File: src/dcache_pkg.sv
// ----------------------------------------------------------
// dcache shared definitions
// geometry constants, vector types and controller states
// ----------------------------------------------------------
`default_nettype none

package dcache_pkg;

    // ----------------------------------------------------------
    // geometry
    // ----------------------------------------------------------
    localparam int WORD_W     = 32;
    localparam int LINE_WORDS = 4;
    localparam int WORD_SEL_W = 2;                        // log2 of LINE_WORDS
    localparam int ADDR_W     = 32;
    localparam int STRB_W     = WORD_W / 8;               // one enable per byte
    localparam int BYTE_OFF_W = 2;
    localparam int LINE_OFF_W = WORD_SEL_W + BYTE_OFF_W;  // byte offset in a line
    localparam int LINE_W     = WORD_W * LINE_WORDS;

    // ----------------------------------------------------------
    // vector types
    // ----------------------------------------------------------
    typedef logic [WORD_W-1:0]     word_t;
    typedef logic [LINE_W-1:0]     line_t;
    typedef logic [STRB_W-1:0]     strb_t;
    typedef logic [ADDR_W-1:0]     addr_t;
    typedef logic [WORD_SEL_W-1:0] word_sel_t;

    // controller states
    typedef enum logic [2:0] {
        ST_IDLE,
        ST_LOOKUP,
        ST_WRITEBACK,     // dirty victim out to memory
        ST_REFILL_REQ,
        ST_REFILL         // four beats in
    } ctrl_state_e;

endpackage

`default_nettype wire

File: src/dcache_ctrl.sv
// ----------------------------------------------------------
// dcache controller
// request capture and hit / miss / writeback / refill FSM
// ----------------------------------------------------------
`timescale 1ns/1ps
`default_nettype none

module dcache_ctrl import dcache_pkg::*; #(
    parameter int INDEX_W = 6,
    parameter int TAG_W   = ADDR_W - INDEX_W - LINE_OFF_W
) (
    input  wire                clk,
    input  wire                rst_n,
    // cpu side
    input  wire                cpu_req_i,
    input  wire                cpu_we_i,
    input  wire addr_t         cpu_addr_i,
    input  wire strb_t         cpu_wstrb_i,
    input  wire word_t         cpu_wdata_i,
    output logic               ack_o,
    // tag array status
    input  wire                hit_i,
    input  wire                victim_dirty_i,
    input  wire [TAG_W-1:0]    victim_tag_i,
    // array control
    output logic [INDEX_W-1:0] index_o,
    output logic [TAG_W-1:0]   tag_o,
    output word_sel_t          word_sel_o,
    output logic               we_o,
    output strb_t              wstrb_o,
    output word_t              wdata_o,
    output logic               hit_wr_o,
    output logic               lru_upd_o,
    output logic               refill_fill_o,
    output logic               install_o,
    // beat counter
    output logic               cnt_clr_o,
    input  wire                beat_last_i,
    // memory side
    output logic               mem_wr_req_o,
    output addr_t              mem_wr_addr_o,
    input  wire                mem_wr_rdy_i,
    output logic               mem_rd_req_o,
    output addr_t              mem_rd_addr_o,
    input  wire                mem_rd_rdy_i,
    input  wire                mem_rd_valid_i
);

    typedef logic [INDEX_W-1:0] index_t;
    typedef logic [TAG_W-1:0]   tag_t;

    ctrl_state_e state_q;
    ctrl_state_e state_d;

    logic   req_we_q;
    addr_t  req_addr_q;
    strb_t  req_strb_q;
    word_t  req_wdata_q;
    index_t req_index;
    tag_t   req_tag;

    assign req_index = req_addr_q[LINE_OFF_W +: INDEX_W];
    assign req_tag   = req_addr_q[ADDR_W-1 -: TAG_W];

    // ----------------------------------------------------------
    // state machine
    // ----------------------------------------------------------
    always_comb begin
        state_d = state_q;
        case (state_q)
            ST_IDLE: begin
                if (cpu_req_i) begin
                    state_d = ST_LOOKUP;
                end
            end
            ST_LOOKUP: begin
                if (hit_i) begin
                    state_d = ST_IDLE;
                end else if (victim_dirty_i) begin
                    state_d = ST_WRITEBACK;
                end else begin
                    state_d = ST_REFILL_REQ;
                end
            end
            ST_WRITEBACK: begin
                if (mem_wr_rdy_i) begin
                    state_d = ST_REFILL_REQ;
                end
            end
            ST_REFILL_REQ: begin
                if (mem_rd_rdy_i) begin
                    state_d = ST_REFILL;
                end
            end
            ST_REFILL: begin
                if (install_o) begin
                    state_d = ST_LOOKUP;  // replay, now hits
                end
            end
            default: state_d = ST_IDLE;
        endcase
    end

    always_ff @(posedge clk or negedge rst_n) begin
        if (!rst_n) begin
            state_q <= ST_IDLE;
        end else begin
            state_q <= state_d;
        end
    end

    // request capture
    always_ff @(posedge clk) begin
        if (state_q == ST_IDLE && cpu_req_i) begin
            req_we_q    <= cpu_we_i;
            req_addr_q  <= cpu_addr_i;
            req_strb_q  <= cpu_wstrb_i;
            req_wdata_q <= cpu_wdata_i;
        end
    end

    // ----------------------------------------------------------
    // outputs
    // ----------------------------------------------------------
    assign ack_o      = (state_q == ST_LOOKUP) && hit_i;
    assign lru_upd_o  = ack_o;
    assign hit_wr_o   = ack_o && req_we_q;  // also merges a write miss after refill
    assign we_o       = hit_wr_o;
    assign index_o    = req_index;
    assign tag_o      = req_tag;
    assign word_sel_o = req_addr_q[BYTE_OFF_W +: WORD_SEL_W];
    assign wstrb_o    = req_strb_q;
    assign wdata_o    = req_wdata_q;

    assign refill_fill_o = (state_q == ST_REFILL) && mem_rd_valid_i;
    assign install_o     = refill_fill_o && beat_last_i;
    assign cnt_clr_o     = (state_q == ST_REFILL_REQ);

    assign mem_wr_req_o  = (state_q == ST_WRITEBACK);
    assign mem_wr_addr_o = {victim_tag_i, req_index, {LINE_OFF_W{1'b0}}};
    assign mem_rd_req_o  = (state_q == ST_REFILL_REQ);
    assign mem_rd_addr_o = {req_tag, req_index, {LINE_OFF_W{1'b0}}};

    // ----------------------------------------------------------
    // checks
    // ----------------------------------------------------------
    a_beat_in_refill: assert property (@(posedge clk) disable iff (!rst_n)
        mem_rd_valid_i |-> state_q == ST_REFILL);

    // cpu must hold what was captured until the ack
    a_req_stable: assert property (@(posedge clk) disable iff (!rst_n)
        state_q != ST_IDLE |-> cpu_req_i && cpu_we_i == req_we_q
            && cpu_addr_i == req_addr_q && cpu_wstrb_i == req_strb_q
            && cpu_wdata_i == req_wdata_q);

endmodule

`default_nettype wire

File: config.mk
export PLATFORM = sky130hd
export DESIGN_NAME = dcache_ctrl
export DESIGN_NICKNAME = d
export VERILOG_FILES = /design/src/dcache_pkg.sv /design/src/dcache_ctrl.sv
export SDC_FILE = /design/constraint.sdc
export NUM_CORES = 1
export LEC_CHECK = 0
export ABC_AREA = 1
export BUFFER_PORTS_ARGS = -buffer_cell sky130_fd_sc_hd__buf_2
export CAP_MARGIN = 20
export CORE_AREA = 2 2 92 94
export CTS_BUF_LIST = sky130_fd_sc_hd__clkbuf_4
export CTS_CLUSTER_DIAMETER = 30
export DETAILED_ROUTE_END_ITERATION = 16
export DIE_AREA = 0 0 94 96
export GPL_TIMING_DRIVEN = 0
export PLACE_DENSITY = 0.7
export SLEW_MARGIN = 20
export SYNTH_ARGS = -nofsm -noshare
export SYNTH_HDL_FRONTEND = slang
export SYNTH_SLANG_ARGS = --single-unit
File: constraint.sdc
create_clock -name clk -period 9.16 [get_ports clk]
set_input_delay 1.374 -clock clk [delete_from_list [all_inputs] [get_ports clk]]
set_output_delay 1.374 -clock clk [all_outputs]
set_load 0.02 [all_outputs]
==> qor.yml, run 1 <==
fp.dieW_microns: 94
drive_gt1_share_pct: 73.66
cp-end-kind: "output port"
yosysTopAreaCell: "edfxtp_1"
vias: 2041
hp-class: "reg2reg"
ys_warn_count: 0
h-tree-depth: 3
p_seq_share_pct: 42.0
synth.top_cell.area_share_pct: 72.66
power.internal_uw: 721.6
timing.fmax_mhz: 291.5
pin_count: 239
drc: 0
critPathLaunchType: "primary input"
initial_core_util_pct: 34.39
dp_worst_setup_slack_ns: 5.733
synthArstFlopShare_pct: 4.286
fillerInstances: 732
slew_headroom_pct: 44.92
antenna_found_initial: 0
grtUsageTotal_pct: 13.21
clk_pin_slew_ns: 0.12
swShare_pct: 36.75
netlist_instances: 175
cts_tree: "yes"
worst_ep_required_time_ns: 7.79
grt_pass1_wl_microns: 8590
core_sq_um: 8051
totalWireLength_microns: 6183
critPathMaxFanout: 3
p_switching_uw: 419.3
worst-slew-pin-transition_ns: 0.8218
syn_to_final_growth_pct: 50.93
tns_ns: 0
clk_path_buf_depth: 2
dieArea_sq_um: 9024
clock_power_share_pct: 20.5
drv_slew: 0
fin_area_sq_um: 4179
grt.overflow.total: 0
drt_pass1_iterations: 4
worstPathArrival_ns: 2.06
place.gp.congestion: 0.7870
drt_first_iter_violations: 48
final_core_util_pct: 51.90
p_leak_uw: 0.002065
synth_area_per_cell_sq_um: 15.82
cts_setup_buffers: 0
ant_nets: 0
die_h_microns: 96
synth_edf_count: 67
cts_resized: 0
synthesis.area_sq_um: 2769
setup_viol: 0
synth_ff_type: "edfxtp_1"
fin_crit_ns: 3.430
vias_per_cell: 3.963
portBuffers: 206
cts_buffers: 9
synthTopCellsByCount: "buf_4, edfxtp_1, nand2_1, inv_1, nand3_1"
finalWorstSetupSlack_ns: 5.730
synth_cell_type_count: 18
rsz0062_at_grt: "false"
core.rowCount: 33
dp.cells: 499
cts-root-buf: "clkbuf_4"
layout.cells.non_filler: 515
yosys-top-cells-area: "edfxtp_1, buf_4, dfrtp_1, nand3_1, nand2_1"
clock_skew_ns: 0.01911
grt_max_degree: 15
ir_worst_vdd_uv: 136.0
drv_cap: 0
finalHoldViolations: 0
outcome: "finished, final reports clean"
combPwrFrac_pct: 37.5
placed_cell_area_sq_um: 4008
num-nets-final: 505
num_antenna_cells: 0
critical_path_class: "in2out"
fin_crit_sh_pct: 37.45
ys_seq_area_share_pct: 75.37
postCtsHoldBufs: 0
dp_hpwl_microns: 5066
first_global_vias: 1828
cts_sinks: 70
power_density_nw_per_um2: 273.0
ys_ff_latch: 70
worstSkewPairLatency_ns: 0.42
avgRoutedWirePerCell_microns: 12.01
[registers in the layout (all words and copies together) (netlist names)]
signal / cells
req_we_q: 1
state_q: 3
wstrb_o: 4
req_addr_q: 30
wdata_o: 32
[cell type report]
cell class | instances | area (sq um) | share of cell area, %
sequential | 70 | 2087 | 49.94
tap | 105 | 131.4 | 3.144
clock inverter | 7 | 103.9 | 2.485
inverter | 9 | 33.78 | 0.8084
clock buffer | 9 | 67.56 | 1.617
multi-input combinational | 36 | 176.4 | 4.222
timing repair buffer | 212 | 1076 | 25.75
buffer | 67 | 503.0 | 12.04
[worst paths after layout]
path / end / slack (ns) / start / cells past startpoint
setup / recovery: we_o / 5.73 / hit_i / 5
hold / removal: state_q[2] / 0.70 / state_q[1] / 4
setup reg to reg: wdata_o[6] / 6.76 / state_q[0] / 6
hold reg to reg: state_q[2] / 0.70 / state_q[1] / 4
max in group asynchronous: state_q[1] / 8.31 / rst_n / 1
min in group asynchronous: state_q[2] / 0.73 / rst_n / 1
[power groups by stage]
| stage | logic, uW | clock network (uW) | registers (uW) |
|---|---|---|---|
| 3_5_place_dp | 433 | 0 | 489 |
| 6_report | 428 | 234 | 480 |
| 5_1_grt | 460 | 256 | 489 |
| 4_1_cts | 433 | 242 | 482 |
| 3_3_place_gp | 410 | 0 | 506 |
| 2_1_floorplan | 195 | 0 | 583 |
[kinds of logic after synthesis]
logic type      count (synthesis)  share of synthesized area, %
simple gates                   25                         4.474
other cells                     1                        0.1354
flops                          70                         75.37
buf+inv                        76                         19.39
compound gates                  3                        0.6324
[through the flow]
step	total power [uW]	hold WS (ns)
after floorplan	778.0	0.6603
after global routing	1206	0.6912
final	1141	0.7046
after detailed placement	921.7	0.6864
after global placement	916.2	0.6613
after CTS	1157	0.6950
[per-layer routing]
| metal | vias to the layer above | wire [microns] | GRT usage, % |
|---|---|---|---|
| li1 | 993 | - | - |
| met1 | 904 | 1913 | 12.19 |
| met3 | 12 | 755 | 5.795 |
| met5 | - | 0 | 0 |
| met2 | 132 | 3383 | 23.81 |
| met4 | 0 | 130 | 8.213 |
[layout by cell type (no fill, tap or decap), drive strengths merged]
master and instances:
bufinv 2, nor4 1, conb 8, o21ai 1, nor2 7, buf 279, inv 11, dfrtp 3
clkbuf 9, edfxtp 67, nand3 7, clkinv 3, nand2 7, nor3 2, a21oi 1, o211ai 1
nor3b 1
[critical path: stages]
cell and delay, ns:
buf_2 0.10, inv_1 0.05, nor3b_1 0.24, buf_4 0.15, buf_2 0.15
No activity file was read; power rests on OpenSTA's default activity.
==> run 2, diff against run 1 <==
--- a/config.mk
+++ b/config.mk
@@ -8,13 +8,13 @@
 export ABC_AREA = 1
 export BUFFER_PORTS_ARGS = -buffer_cell sky130_fd_sc_hd__buf_2
 export CAP_MARGIN = 20
-export CORE_AREA = 2 2 92 94
+export CORE_MARGIN = 2
+export CORE_UTILIZATION = 35
 export CTS_BUF_LIST = sky130_fd_sc_hd__clkbuf_4
 export CTS_CLUSTER_DIAMETER = 30
 export DETAILED_ROUTE_END_ITERATION = 16
-export DIE_AREA = 0 0 94 96
 export GPL_TIMING_DRIVEN = 0
-export PLACE_DENSITY = 0.7
+export PLACE_DENSITY = 0.74
 export SLEW_MARGIN = 20
 export SYNTH_ARGS = -nofsm -noshare
 export SYNTH_HDL_FRONTEND = slang
==> constraint.sdc (replaced) <==
create_clock -name clk -period 3 [get_ports clk]
set_input_delay 0.45 -clock clk [delete_from_list [all_inputs] [get_ports clk]]
set_output_delay 0.45 -clock clk [all_outputs]
set_load 0.02 [all_outputs]
==> run 2 against run 1 <==
- worst hold slack lost 0.51 ns
- global-route usage is 1.2 points higher
- clock power rose by 150%
- design area down 0.30%
- critical path type is now reg2out
- largest cell class unchanged
- highest routed layer unchanged
==> qor.yml, run 2 (synthesized netlist as in run 1, its figures left out) <==
vias_per_cell: 4.125  # +4.1%
slew_headroom_pct: 54.70  # +9.8 points
critical_path_class: "reg2out"
clock_skew_ns: 0.01745  # -0.001663 ns
hp-class: "in2reg"
num_antenna_cells: 0  # unchanged
critPathMaxFanout: 5  # +2
h-tree-depth: 3  # unchanged
die_h_microns: 92.95  # -3.2%
drc: 0  # unchanged
finalHoldViolations: 0  # unchanged
cp-end-kind: "output port"
grt_pass1_wl_microns: 9280  # +8.0%
drv_slew: 0  # unchanged
totalWireLength_microns: 6481  # +4.8%
tns_ns: 0  # unchanged
power.internal_uw: 2062  # +190%
p_switching_uw: 1324  # +220%
final_common_cell: "buf_2"
dp.cells: 494  # -1.0%
layout_common_cells: "buf_2, buf_4, edfxtp_1"
reg2regPathDepth: 5  # -1
clk_pin_slew_ns: 0.15  # +0.03 ns
dieArea_sq_um: 8639  # -4.3%
setup_viol: 0  # unchanged
outcome: "finished, final reports clean"
cts_sinks: 70  # unchanged
clk_path_buf_depth: 2  # unchanged
avgRoutedWirePerCell_microns: 12.68  # +5.6%
p_seq_share_pct: 43.4  # +1.4 points
grt.overflow.total: 0  # unchanged
cts_resized: 0  # unchanged
place.gp.congestion: 0.7198  # -8.5%
ant_nets: 0  # unchanged
timing.fmax_mhz: 465.0
rsz0062_at_grt: "false"
largest_register_ff_count: 32  # unchanged
cts_buffers: 9  # unchanged
fin_crit_sh_pct: 71.68
num-nets-final: 504  # -0.20%
ir_worst_vdd_uv: 430.8  # +220%
drv_cap: 0  # unchanged
first_global_vias: 1998  # +9.3%
layout.cells.non_filler: 511  # -0.78%
combPwrFrac_pct: 39.6  # +2.1 points
grt_max_degree: 20  # +5
grtUsageTotal_pct: 14.37  # +1.2 points
placed_cell_area_sq_um: 4025  # +0.44%
critPathLaunchType: "flop"
power_density_nw_per_um2: 812.6  # +200%
clock_power_share_pct: 17.0  # -3.5 points
drt_first_iter_violations: 55  # +15%
core.rowCount: 32  # -3.0%
core_sq_um: 7687  # -4.5%
syn_to_final_growth_pct: 50.47
vias: 2108  # +3.3%
drt_pass1_iterations: 4  # unchanged
fin_crit_ns: 2.150
swShare_pct: 39.11  # +2.4 points
antenna_found_initial: 0  # unchanged
fp.dieW_microns: 92.95  # -1.1%
pin_count: 239  # unchanged
worst-slew-pin-transition_ns: 0.6774  # -0.1444 ns
fin_area_sq_um: 4167  # -0.30%
worstSkewPairLatency_ns: 0.42  # about the same
drive_gt1_share_pct: 73.35  # -0.31 points
finalWorstSetupSlack_ns: 0.8495  # -4.880 ns
dp_hpwl_microns: 5231  # +3.2%
dp_worst_setup_slack_ns: 0.9951  # -4.738 ns
cts_tree: "yes"
cts-root-buf: "clkbuf_4"
p_leak_uw: 0.002043  # -1.1%
worstPathArrival_ns: 1.70  # -0.36 ns
hold_depth: 1  # -3
initial_core_util_pct: 36.02  # +1.6 points
worst_ep_required_time_ns: 2.55  # -5.24 ns
portBuffers: 206  # unchanged
## run 2: changes by cell type in the layout (fill, tap and decap cells not counted), sizes merged
| cell | change |
|---|---|
| dlygate4sd3 | +1 |
| buf | -2 |
| clkinv | -1 |
| inv | +1 |
| bufinv | -2 |
| clkinvlp | +2 |
## run 2: final timing paths
path                                      start              to  slack [ns]
worst max-delay path                 state_q[2]            we_o        0.85
worst min-delay path            cpu_wdata_i[16]     wdata_o[16]        0.19
worst max register to register       state_q[1]  req_addr_q[21]        1.01
worst min register to register       state_q[1]      state_q[2]        0.73
max in group asynchronous                 rst_n      state_q[1]        2.53
min in group asynchronous                 rst_n      state_q[2]        0.36
## run 2: per-stage QoR
step	power, uW	util [%]	hold slack [ns]
4_1_cts	3432	54.20	0.1623
2_1_floorplan	2354	-	0.1544
6_report	3386	54.20	0.1919
3_5_place_dp	2851	52.36	0.2575
5_1_grt	3566	54.20	0.1637
3_3_place_gp	2768	51.58	0.2495
## run 2: what timing repair did
item | CTS | global route
hold endpoints to repair | 3 | 0
setup buffers | 0 | 0
setup endpoints to repair | 0 | 0
hold buffers | 1 | 0
## run 2: layout make-up
| type | count | area, sq um |
|---|---|---|
| Buffer | 67 | 503.0 |
| Clock buffer | 9 | 67.56 |
| Clock inverter | 7 | 63.81 |
| Fill cell | 676 | 3521 |
| Inverter | 9 | 33.78 |
| Multi-Input combinational cell | 36 | 182.7 |
| Sequential cell | 70 | 2087 |
| Tap cell | 102 | 127.6 |
| Timing Repair Buffer | 211 | 1101 |
## run 2: routing by layer
metal  vias up  routed length, microns  track usage, %
met4         0                     136           7.598
met3        12                     766           5.533
met2       136                    3507           26.51
met1       968                    2070           13.59
li1        992                       -               -
met5         -                       0               0
## run 2: power groups by stage
stage	Sequential (uW)	Clock (uW)	Combinational, uW
after floorplan	1750	0	602
after global placement	1510	0	1260
after detailed placement	1500	0	1350
after CTS	1470	600	1360
after global routing	1500	633	1430
final	1470	574	1340
## run 2: critical path: stages, from the launching register on
cell and delay, ns:
dfrtp_1 0.48, nor2_1 0.15, nand2_1 0.11, nor3b_1 0.26
buf_4 0.15, buf_2 0.15
==> run 3, diff against run 2 <==
==> constraint.sdc (replaced) <==
create_clock -name clk -period 1.9 [get_ports clk]
set_input_delay 0.285 -clock clk [delete_from_list [all_inputs] [get_ports clk]]
set_output_delay 0.285 -clock clk [all_outputs]
set_load 0.02 [all_outputs]
==> run 3 against run 2 <==
- global-route usage increased by 0.37 points
- wire length increased by 3.7%
- clock power increased by 55%
- first-iteration DRC count is 73% lower
- core utilization is 2.9 points higher
- flip-flop and latch count unchanged
- sequential share of layout area shrank 2.5 points
- die area unchanged
- register-to-register slack worse by 0.81 ns
- largest power group unchanged
- critical path depth stayed put
- non-clock buffer count grew 18
==> qor.yml, run 3 (synthesized netlist as in run 1, its figures left out) <==
cpPeakStageDelay_ns: 0.45  # -0.03 ns
finalHoldViolations: 0  # unchanged
cts_tree: "yes"
drive_gt1_share_pct: 72.83  # -0.52 points
critical_path_class: "reg2out"
hp-class: "in2reg"
core.rowCount: 32  # unchanged
num-nets-final: 522  # +3.6%
critPathMaxFanout: 3  # -2
syn_to_final_growth_pct: 58.56
vias: 2138  # +1.4%
setup_viol: 0  # unchanged
layout.cells.non_filler: 529  # +3.5%
cp-end-kind: "output port"
outcome: "finished, final reports clean"
grt_pass1_wl_microns: 9459  # +1.9%
drv_slew: 0  # unchanged
cp_top_family: "flip-flops"
rsz0062_at_grt: "true"
drt_first_iter_violations: 15  # -73%
fp.dieW_microns: 92.95  # unchanged
dp.cells: 494  # unchanged
drc: 0  # unchanged
largest_register_ff_count: 32  # unchanged
grt_max_degree: 20  # unchanged
initial_core_util_pct: 36.02  # unchanged
num_antenna_cells: 0  # unchanged
grtUsageMet1_pct: 13.39  # -0.19 points
totalWireLength_microns: 6718  # +3.7%
avgRoutedWirePerCell_microns: 12.70  # +0.13%
crit_chain: "nor2_4 > nand2_2 > nor3b_2 > buf_4 > buf_4"
clk_pin_slew_ns: 0.14  # about the same
dieArea_sq_um: 8639  # unchanged
critPathLaunchType: "flop"
drv_cap: 0  # unchanged
clock_skew_ns: 0.01283  # -0.004612 ns
layout_common_cells: "buf_2, buf_4, edfxtp_1"
power_density_nw_per_um2: 1251  # +54%
slowest_stage: "dfrtp_2"
first_global_vias: 2070  # +3.6%
core_sq_um: 7687  # unchanged
finalWorstSetupSlack_ns: 0.09236  # -0.7572 ns
clk_path_buf_depth: 2  # unchanged
cts-root-buf: "clkbuf_4"
die_h_microns: 92.95  # unchanged
grtUsageTotal_pct: 14.74  # +0.37 points
fin_crit_sh_pct: 95.14
fillerInstances: 626  # -7.4%
worst_ep_required_time_ns: 1.62  # -0.93 ns
grt.overflow.total: 0  # unchanged
worstPathArrival_ns: 1.52  # -0.18 ns
cts_sinks: 70  # unchanged
grt_use_met2_pct: 27.11  # +0.60 points
portBuffers: 206  # unchanged
path_buf_inv: 2  # unchanged
ir_worst_vdd_uv: 763.1  # +77%
final_core_util_pct: 57.11  # +2.9 points
timing.fmax_mhz: 553.2
drt_pass1_iterations: 4  # unchanged
cts_buffers: 9  # unchanged
final_common_cell: "buf_2"
dp_worst_setup_slack_ns: 0.1537  # -0.8413 ns
worstSkewPairLatency_ns: 0.42  # about the same
ant_nets: 0  # unchanged
place.gp.congestion: 0.7289  # +1.3%
fin_crit_ns: 1.808
use_met3_pct: 6.835  # +1.3 points
pin_count: 239  # unchanged
vias_per_cell: 4.042  # -2.0%
h-tree-depth: 3  # unchanged
antenna_found_initial: 0  # unchanged
crit_top_cell: "buf_4"
p_leak_uw: 0.002131  # +4.3%
dp_hpwl_microns: 5286  # +1.0%
top_usage_layer: "met2"
-- run 3: path summary, 6_finish.rpt --
check                                    start              to  slack (ns)  depth (start not counted)
worst max-delay path                state_q[2]            we_o        0.09                          5
worst min-delay path            cpu_addr_i[27]  req_addr_q[27]        0.03                          1
worst max register to register      state_q[1]   req_addr_q[6]        0.20                          6
worst min register to register      state_q[2]      state_q[0]        0.73                          5
max in group asynchronous                rst_n      state_q[2]        1.60                          2
min in group asynchronous                rst_n      state_q[2]        0.18                          2
-- run 3: repair_timing --
| action | CTS | global route |
|---|---|---|
| endpoints found under the hold margin | 16 | 1 |
| gates resized for setup | 2 | 9 |
| setup endpoints to repair | 3 | 34 |
| buffers inserted | 3 | 1 |
| hold buffers | 14 | 1 |
| pin swaps | 0 | 4 |
-- run 3: per-stage QoR --
| step | total power [uW] | area (sq um) | setup TNS, ns | hold slack, ns |
|---|---|---|---|---|
| 2_1_floorplan | 3723 | 2809 | -50.13 | -0.01059 |
| 3_3_place_gp | 4369 | 3968 | -87.53 | 0.08291 |
| 3_5_place_dp | 4514 | 4036 | 0 | 0.08644 |
| 4_1_cts | 5488 | 4337 | 0 | 0.0004505 |
| 5_1_grt | 5787 | 4390 | -0.0001468 | -0.003509 |
| 6_report | 5493 | 4390 | 0 | 0.03191 |
-- run 3: layer usage --
metal	vias up	wire length, microns
met5	-	0
met4	0	170
met3	15	786
met2	127	3676
met1	967	2085
li1	1029	-
-- run 3: final cells by class --
cell class / count / area, sq um / share of cell area [%]
Timing Repair Buffer: 229 / 1285 / 29.27
Multi-Input combinational cell: 36 / 221.5 / 5.044
Clock buffer: 9 / 67.56 / 1.539
Sequential cell: 70 / 2088 / 47.56
Buffer: 67 / 503.0 / 11.46
Clock inverter: 7 / 63.81 / 1.453
Tap cell: 102 / 127.6 / 2.907
Inverter: 9 / 33.78 / 0.7695
-- run 3: where the power goes --
group          switching [uW]  internal [uW]
clock network             590            299
registers                 151           2160
logic                    1380            905
